[src/design/cache_geom_pkg.sv]
// Cache geometry constants and address/data field types, imported by every cache module
`default_nettype none

package cache_geom_pkg;

    // --------------------------------------------------
    // Geometry
    // --------------------------------------------------
    localparam int WORD_W         = 32;
    localparam int LINE_W         = 128;
    localparam int WORDS_PER_LINE = LINE_W / WORD_W;      // 4 words per line
    localparam int NUM_SETS       = 4;
    localparam int NUM_WAYS       = 2;

    // Processor side uses word addresses
    localparam int ADDR_W      = 30;
    localparam int OFF_W       = $clog2(WORDS_PER_LINE);
    localparam int SET_W       = $clog2(NUM_SETS);
    localparam int LINE_ADDR_W = ADDR_W - OFF_W;          // Memory line address
    localparam int TAG_W       = LINE_ADDR_W - SET_W;

    // --------------------------------------------------
    // Field types
    // --------------------------------------------------
    typedef logic [WORD_W-1:0] word_t;

    // Word k sits in slice k
    typedef word_t [WORDS_PER_LINE-1:0] line_t;

    typedef logic [TAG_W-1:0] tag_t;
    typedef logic [SET_W-1:0] set_idx_t;
    typedef logic [OFF_W-1:0] word_off_t;

    // Word address, high to low
    typedef struct packed {
        tag_t      tag;
        set_idx_t  set;
        word_off_t off;
    } word_addr_t;

    // Line address as seen by the slow memory
    typedef struct packed {
        tag_t     tag;
        set_idx_t set;
    } line_addr_t;

endpackage

`default_nettype wire

[src/design/cache_bus_pkg.sv]
// Processor and memory bus structs plus the miss controller state, shared by the cache modules
`default_nettype none

package cache_bus_pkg;

    import cache_geom_pkg::*;

    // --------------------------------------------------
    // Processor side
    // --------------------------------------------------
    typedef struct packed {
        logic       read;
        logic       write;
        word_addr_t addr;
        word_t      wdata;
    } proc_req_t;

    // --------------------------------------------------
    // Memory side
    // --------------------------------------------------
    typedef struct packed {
        logic       read;
        logic       write;
        line_addr_t addr;
        line_t      wdata;
    } mem_req_t;

    typedef struct packed {
        line_t rdata;
        logic  ready;       // One-cycle pulse
    } mem_rsp_t;

    // Replacement candidate of the addressed set, plus the tag being asked for
    typedef struct packed {
        logic       dirty;
        line_addr_t addr;
        line_t      data;
        tag_t       req_tag;
    } victim_t;

    typedef enum logic [1:0] {
        ST_IDLE,
        ST_EVICT,   // Writing back a dirty victim
        ST_FILL     // Reading the missing line
    } cache_state_t;

endpackage

`default_nettype wire

[src/design/cache_store.sv]
// Two-way cache arrays with hit detection, read mux, write hits, fill and victim selection
`timescale 1ns/1ns
`default_nettype none

module cache_store
    import cache_geom_pkg::*;
    import cache_bus_pkg::*;
(
    input  logic      clk,
    input  logic      rst_n,
    input  proc_req_t proc_req,
    input  logic      fill,
    input  line_t     fill_line,
    output word_t     proc_rdata,
    output logic      miss,
    output victim_t   victim
);

    // --------------------------------------------------
    // Storage
    // --------------------------------------------------
    tag_t  tag_q  [NUM_WAYS][NUM_SETS];
    line_t data_q [NUM_WAYS][NUM_SETS];

    logic [NUM_WAYS-1:0][NUM_SETS-1:0] valid_q;
    logic [NUM_WAYS-1:0][NUM_SETS-1:0] dirty_q;
    logic [NUM_SETS-1:0]               lru_q;      // Way to replace next

    set_idx_t            set_idx;
    logic                req_valid;
    logic [NUM_WAYS-1:0] way_hit;
    logic                any_hit;
    logic                hit_way;
    logic                vict_way;

    assign set_idx   = proc_req.addr.set;
    assign req_valid = proc_req.read | proc_req.write;
    assign vict_way  = lru_q[set_idx];

    // --------------------------------------------------
    // Hit logic
    // --------------------------------------------------
    always_comb begin
        for (int w = 0; w < NUM_WAYS; w++) begin
            way_hit[w] = valid_q[w][set_idx] && (tag_q[w][set_idx] == proc_req.addr.tag);
        end
    end

    assign any_hit = |way_hit;
    assign hit_way = way_hit[1];    // Only meaningful with any_hit

    // Stall the processor until the line is resident
    assign miss = req_valid && !any_hit;

    assign proc_rdata = (proc_req.read && any_hit)
                      ? data_q[hit_way][set_idx][proc_req.addr.off]
                      : '0;

    // --------------------------------------------------
    // Victim of the addressed set
    // --------------------------------------------------
    always_comb begin
        victim.dirty    = dirty_q[vict_way][set_idx];
        victim.addr.tag = tag_q[vict_way][set_idx];
        victim.addr.set = set_idx;
        victim.data     = data_q[vict_way][set_idx];
        victim.req_tag  = proc_req.addr.tag;    // Lets the controller form the refill address
    end

    // --------------------------------------------------
    // Control bits
    // --------------------------------------------------
    always_ff @(posedge clk) begin
        if (!rst_n) begin
            valid_q <= '0;
            dirty_q <= '0;
            lru_q   <= '0;
        end else if (fill) begin
            // New line always arrives clean
            valid_q[vict_way][set_idx] <= 1'b1;
            dirty_q[vict_way][set_idx] <= 1'b0;
        end else if (req_valid && any_hit) begin
            lru_q[set_idx] <= ~hit_way;     // Point away from the used way
            if (proc_req.write) begin
                dirty_q[hit_way][set_idx] <= 1'b1;
            end
        end
    end

    // Tags and line data
    always_ff @(posedge clk) begin
        if (fill) begin
            tag_q[vict_way][set_idx]  <= proc_req.addr.tag;
            data_q[vict_way][set_idx] <= fill_line;
        end else if (proc_req.write && any_hit) begin
            data_q[hit_way][set_idx][proc_req.addr.off] <= proc_req.wdata;
        end
    end

    // --------------------------------------------------
    // Checks
    // --------------------------------------------------

    // A fill must never duplicate a line that is already resident
    a_single_hit: assert property (
        @(posedge clk) disable iff (!rst_n)
        !(way_hit[0] && way_hit[1])
    ) else $error("cache_store: both ways hit in set %0d", set_idx);

    // Processor has to hold its request through the whole miss
    a_req_stable: assert property (
        @(posedge clk) disable iff (!rst_n)
        miss |=> $stable(proc_req)
    ) else $error("cache_store: request changed during a miss");

endmodule

`default_nettype wire

[src/design/miss_fsm.sv]
// Miss controller that writes back a dirty victim and refills the missing line from memory
`timescale 1ns/1ns
`default_nettype none

module miss_fsm
    import cache_geom_pkg::*;
    import cache_bus_pkg::*;
(
    input  logic     clk,
    input  logic     rst_n,
    input  logic     miss,
    input  victim_t  victim,
    input  mem_rsp_t mem_rsp,
    output mem_req_t mem_req,
    output logic     fill,
    output line_t    fill_line
);

    // --------------------------------------------------
    // State and registered memory request
    // --------------------------------------------------
    cache_state_t state_q;
    cache_state_t state_d;
    mem_req_t     req_q;
    mem_req_t     req_d;
    line_addr_t   miss_addr_q;      // Line being refilled
    line_addr_t   miss_addr_d;

    always_comb begin
        state_d     = state_q;
        req_d       = req_q;
        miss_addr_d = miss_addr_q;
        fill        = 1'b0;

        case (state_q)
            ST_IDLE: begin
                if (miss) begin
                    miss_addr_d.tag = victim.req_tag;
                    miss_addr_d.set = victim.addr.set;
                    if (victim.dirty) begin
                        // Write the old line out first
                        state_d     = ST_EVICT;
                        req_d.read  = 1'b0;
                        req_d.write = 1'b1;
                        req_d.addr  = victim.addr;
                        req_d.wdata = victim.data;
                    end else begin
                        state_d     = ST_FILL;
                        req_d.read  = 1'b1;
                        req_d.write = 1'b0;
                        req_d.addr  = miss_addr_d;
                    end
                end
            end

            ST_EVICT: begin
                if (mem_rsp.ready) begin
                    state_d     = ST_FILL;
                    req_d.write = 1'b0;
                    req_d.read  = 1'b1;
                    req_d.addr  = miss_addr_q;
                end
            end

            ST_FILL: begin
                if (mem_rsp.ready) begin
                    fill       = 1'b1;      // Store installs at this edge
                    req_d.read = 1'b0;
                    state_d    = ST_IDLE;
                end
            end

            default: begin
                state_d = ST_IDLE;
            end
        endcase
    end

    always_ff @(posedge clk) begin
        if (!rst_n) begin
            state_q     <= ST_IDLE;
            req_q.read  <= 1'b0;
            req_q.write <= 1'b0;
        end else begin
            state_q     <= state_d;
            req_q.read  <= req_d.read;
            req_q.write <= req_d.write;
        end
    end

    // Address and line payload
    always_ff @(posedge clk) begin
        req_q.addr  <= req_d.addr;
        req_q.wdata <= req_d.wdata;
        miss_addr_q <= miss_addr_d;
    end

    assign mem_req   = req_q;
    assign fill_line = mem_rsp.rdata;   // Valid in the ready cycle

    // --------------------------------------------------
    // Checks
    // --------------------------------------------------
    a_one_dir: assert property (
        @(posedge clk) disable iff (!rst_n)
        !(mem_req.read && mem_req.write)
    ) else $error("miss_fsm: memory read and write both high");

    // Fill lands only in a refill whose request still misses
    a_fill_in_fill: assert property (
        @(posedge clk) disable iff (!rst_n)
        fill |-> (state_q == ST_FILL) && miss
    ) else $error("miss_fsm: fill outside of refill");

endmodule

`default_nettype wire

[src/design/data_cache.sv]
// Top level of the write-back data cache, joining the arrays and the miss controller
`timescale 1ns/1ns
`default_nettype none

module data_cache
    import cache_geom_pkg::*;
    import cache_bus_pkg::*;
(
    input  logic      clk,
    input  logic      rst_n,

    // Processor side
    input  proc_req_t proc_req,
    output word_t     proc_rdata,
    output logic      stall,

    // Slow memory side
    output mem_req_t  mem_req,
    input  mem_rsp_t  mem_rsp
);

    // --------------------------------------------------
    // Internal wires
    // --------------------------------------------------
    logic    fill;          // One-cycle install strobe
    line_t   fill_line;
    victim_t victim;

    // Arrays and hit logic; its miss is the processor stall
    cache_store cache_store_i (
        .clk        (clk),
        .rst_n      (rst_n),
        .proc_req   (proc_req),
        .fill       (fill),
        .fill_line  (fill_line),
        .proc_rdata (proc_rdata),
        .miss       (stall),
        .victim     (victim)
    );

    // Write-back and refill sequencing
    miss_fsm miss_fsm_i (
        .clk        (clk),
        .rst_n      (rst_n),
        .miss       (stall),
        .victim     (victim),
        .mem_rsp    (mem_rsp),
        .mem_req    (mem_req),
        .fill       (fill),
        .fill_line  (fill_line)
    );

endmodule

`default_nettype wire

[config.mk]
export PLATFORM = sky130hd
export DESIGN_NAME = data_cache
export DESIGN_NICKNAME = d
export VERILOG_FILES = /design/src/design/cache_geom_pkg.sv /design/src/design/cache_bus_pkg.sv /design/src/design/cache_store.sv /design/src/design/miss_fsm.sv /design/src/design/data_cache.sv
export SDC_FILE = /design/constraint.sdc
export NUM_CORES = 2
export LEC_CHECK = 0
export BUFFER_PORTS_ARGS = -buffer_cell sky130_fd_sc_hd__buf_2
export CAP_MARGIN = 20
export CORE_MARGIN = 1.5
export CORE_UTILIZATION = 50
export DETAILED_ROUTE_END_ITERATION = 12
export PLACE_DENSITY = 0.65
export SETUP_SLACK_MARGIN = 0.15
export SYNTH_ARGS = -nofsm -noshare
export SYNTH_HDL_FRONTEND = slang
export SYNTH_SLANG_ARGS = --single-unit
[constraint.sdc]
create_clock -name clk -period 13.6 [get_ports clk]
set_input_delay 4.08 -clock clk [delete_from_list [all_inputs] [get_ports clk]]
set_output_delay 4.08 -clock clk [all_outputs]
set_load 0.005 [all_outputs]
==> summary by stage <==
STA
The final hold violation count came to 0. The transition time at the pin with the least slew margin is ~1.2 ns. Setup violations remaining at the end of the flow were counted as 0. Setup repair after global routing left no endpoint under its margin. Counting I/O delays and the setup requirement, the final critical path takes ~13 ns. The worst pin sits at a relative slew slack of 0.219.

The count of pins over their slew limit is 0. Across all hold checks on the routed design, the worst slack comes to ~0.47 ns. The clock skew after layout is about 0.036 ns. Timing would allow up to between 0.07 and 0.08 GHz. Of the available clock period, the critical path in the final layout requires 0.979.

In the final timing run, aggregate negative setup slack is 0 ns.

Synth
edfxtp_1 takes more of the synthesized area than any other cell. The synthesized netlist contains 61 unique library cells. The sequential area share after synthesis is 0.674. For this run, asynchronously set or reset flops after synthesis account for 0. The cell with the most instances after synthesis is edfxtp_1. The top-area cell type share of the netlist area is 0.666.

The commonest cells after synthesis are edfxtp_1 (1416), nand2_1 (677), mux2i_1 (609), a22oi_1 (404), clkbuf_1 (233). The gate count of the mapped netlist is 4399. The Yosys step of the flow raised 0 warnings. After synthesis, the mean cell area works out to between 10 and 15 µm². By area the synthesized netlist is led by edfxtp_1 (67%), mux2i_1 (9.5%), a22oi_1 (4.8%). The post-synth net total is between 4000 and 5000. Among all flip-flop cells after synthesis, the most frequent one is edfxtp_1. The synthesized design contains between 1000 and 1500 enable-type register cells.

After synthesis the cells add up to around 64000 µm². In this run, synthesis produced a sequential element count of approximately 1400.

Routing
The iteration count of the initial detailed-routing pass is 8. In the final routed layout, each cell accounts on average for roughly 36 µm. The initial DRC count is 7489. The count of vias placed by the detailed router is 45600. The residual DRC count is 0.

The post-detailed-route count of antenna-violating nets is 0. The detailed-route wire length is 239000 µm. The vias per cell is a little under 7.

Die
The die height is approximately 360 µm. The overall die width is 360 µm. The number of top-level design ports is about 390. For this configuration, the core starts out at a cell density of 0.506. The count of standard-cell rows is 130. The die covers ~130000 µm².

The core region is 126000 µm².

CTS
The clock insertion delay at the later pin of the skew report is 0.81 ns. The H-tree generated during clock tree synthesis spans 4 levels. The clock passes through at most 3 buffers. The clock transition at the registers of the reported paths is ~0.050 ns. The number of post-CTS setup repair buffers is 0. TritonCTS built the clock tree. The number of gates resized after CTS was 0. The clock sink count is ~1400. In this run, post-CTS hold repair placed 0 buffers. Buffers inserted during clock tree synthesis total approximately 150. The tree is rooted in a clkbuf_16.

GRT
Entering global routing, the biggest net connects roughly 80 pins. The routing usage on met3 is 0.111. The overall track demand over capacity in global routing is 0.364. The initial antenna violation count is 24. For this run, global-route usage on met1 was measured as 0.492. In the global route stage, met2 resource usage came out at 0.528. The number of global-route vias before repair is 43600. The total overflow left after global routing is 0. The first-pass GRT wire length is ~330000 µm. The layer flagged by global routing as most heavily used is met2.

Job
The max capacitance violation total is 0.

Placement
The global placer's final weighted congestion is roughly 0.91. The placed wire-length estimate after detailed placement is about 150000 µm. The total placed cells including tap cells is 6285.

Buffers placed on the I/O ports in this run total between 300 and 400.

Pwr
The power density over the cells is 133 nW/µm². The cell leakage power is roughly 26 nW. The peak supply drop is approximately 130 µV.

Setup path
The number of cells on the worst reg-to-reg path is 12. The kind of critical path is in2out. The worst setup path is launched from an input pin. The top fanout value on the critical path is 34.

For the worst setup path, the data required time is ~9.5 ns. The endpoint class of the critical path is a primary output. The data arrival time of the critical path is 9.23 ns.

Finish
The number of non-filler instances in the completed layout is roughly 6600. The fraction of layout instances using a drive strength above 1 is 0.189. The area added between synthesis and finish is 14.9%. The number of nets in the layout is around 5000.

Min path
The instance count along the most critical hold path is 1. The worst min-delay path category is reg2reg.

Status
The run finished with clean final reports.
flip-flops by register name, indices dropped and copies added (netlist names):
| name | flops |
|---|---|
| cache_store_i.dirty_q | 8 |
| cache_store_i.valid_q | 8 |
| miss_fsm_i.miss_addr_q | 28 |
| cache_store_i.tag_q | 208 |
| cache_store_i.data_q | 1024 |
| miss_fsm_i.mem_req | 158 |
| cache_store_i.lru_q | 4 |
| miss_fsm_i.state_q | 2 |
cell families after synthesis:
logic type,Yosys count,share of synthesized area
compound gates,877,0.103
simple gates,965,0.0657
buf+inv,367,0.0242
flops,1440,0.674
xor+xnor,54,0.00741
mux,692,0.125
fa+ha+maj,4,0.000784
cell type report:
| class | count | area, µm² |
|---|---|---|
| sequential | 1440 | 43000 |
| fill | 9989 | 52900 |
| antenna | 12 | 30.0 |
| clock inverter | 89 | 812 |
| inverter | 41 | 154 |
| clock buffer | 182 | 3950 |
| tap | 1650 | 2060 |
| multi-input combinational | 2592 | 19700 |
| timing repair buffer | 564 | 3610 |
per-layer routing:
layer	vias to the layer above	wire length (µm)	share of wire
li1	18400	-	-
met1	22700	88200	0.37
met2	3794	103000	0.43
met3	650	33700	0.14
met4	14	14200	0.059
met5	-	83	0.00035
layout by cell type (no fill, tap or decap), types with 5 or more instances in the layout:
master	n
a21oi_1	36
a221oi_1	123
a22oi_1	404
a31oi_1	7
a32oi_1	124
and2_4	5
buf_12	25
buf_2	384
buf_4	153
bufinv_16	9
clkbuf_1	28
clkbuf_16	153
clkinv_1	27
clkinv_2	27
clkinvlp_4	6
dfxtp_1	20
diode_2	12
edfxtp_1	1416
inv_1	40
inv_6	8
mux2i_1	609
mux4_1	20
mux4_2	60
nand2_1	676
nand3_1	20
nand4_1	96
nor2_1	41
nor2_2	9
nor2_4	40
nor2b_1	7
nor3_1	6
nor3b_1	8
nor4_1	7
o21a_1	8
o21ai_0	63
o22ai_1	83
or4_1	19
xnor2_1	46
xor2_1	8
worst max-delay path: stages:
cell      delay (ns)
buf_4           0.53
buf_4           0.29
mux4_1          0.58
xor2_1          0.21
nor4_1          0.53
and2_1          0.41
and2_4          0.34
buf_12          0.26
buf_12          0.21
mux2i_1         0.09
buf_4           0.14
a221oi_1        0.78
a22oi_1         0.31
nand2_1         0.22
buf_2           0.14
power by group:
| group | internal (mW) | leakage (nW) | switching (mW) |
|---|---|---|---|
| Clock | 2.26 | 2.32 | 1.78 |
| Combinational | 0.191 | 10.8 | 0.472 |
| Sequential | 5.02 | 13.0 | 0.0370 |
worst paths after layout:
| check | slack [ns] | end | startpoint |
|---|---|---|---|
| min | 0.47 | cache_store_i.valid_q[7] | cache_store_i.valid_q[7] |
| min reg2reg | 0.47 | cache_store_i.valid_q[7] | cache_store_i.valid_q[7] |
| max | 0.29 | proc_rdata[3] | proc_req[34] |
| max reg2reg | 7.73 | cache_store_i.data_q[1][170] | cache_store_i.tag_q[1][56] |
per-stage QoR:
step                power (mW)  utilization  setup slack, ns  instance area, µm²
finish                    9.75        0.581            0.291               73300
global route              9.97        0.581            0.177               73300
CTS                       9.76        0.580            0.440               73200
detailed placement        5.80        0.543            0.459               68500
global placement          5.79        0.543            0.487               68500
floorplan                 5.45            -             1.34               63800
Note: power is estimated with default switching activity, not from simulation.
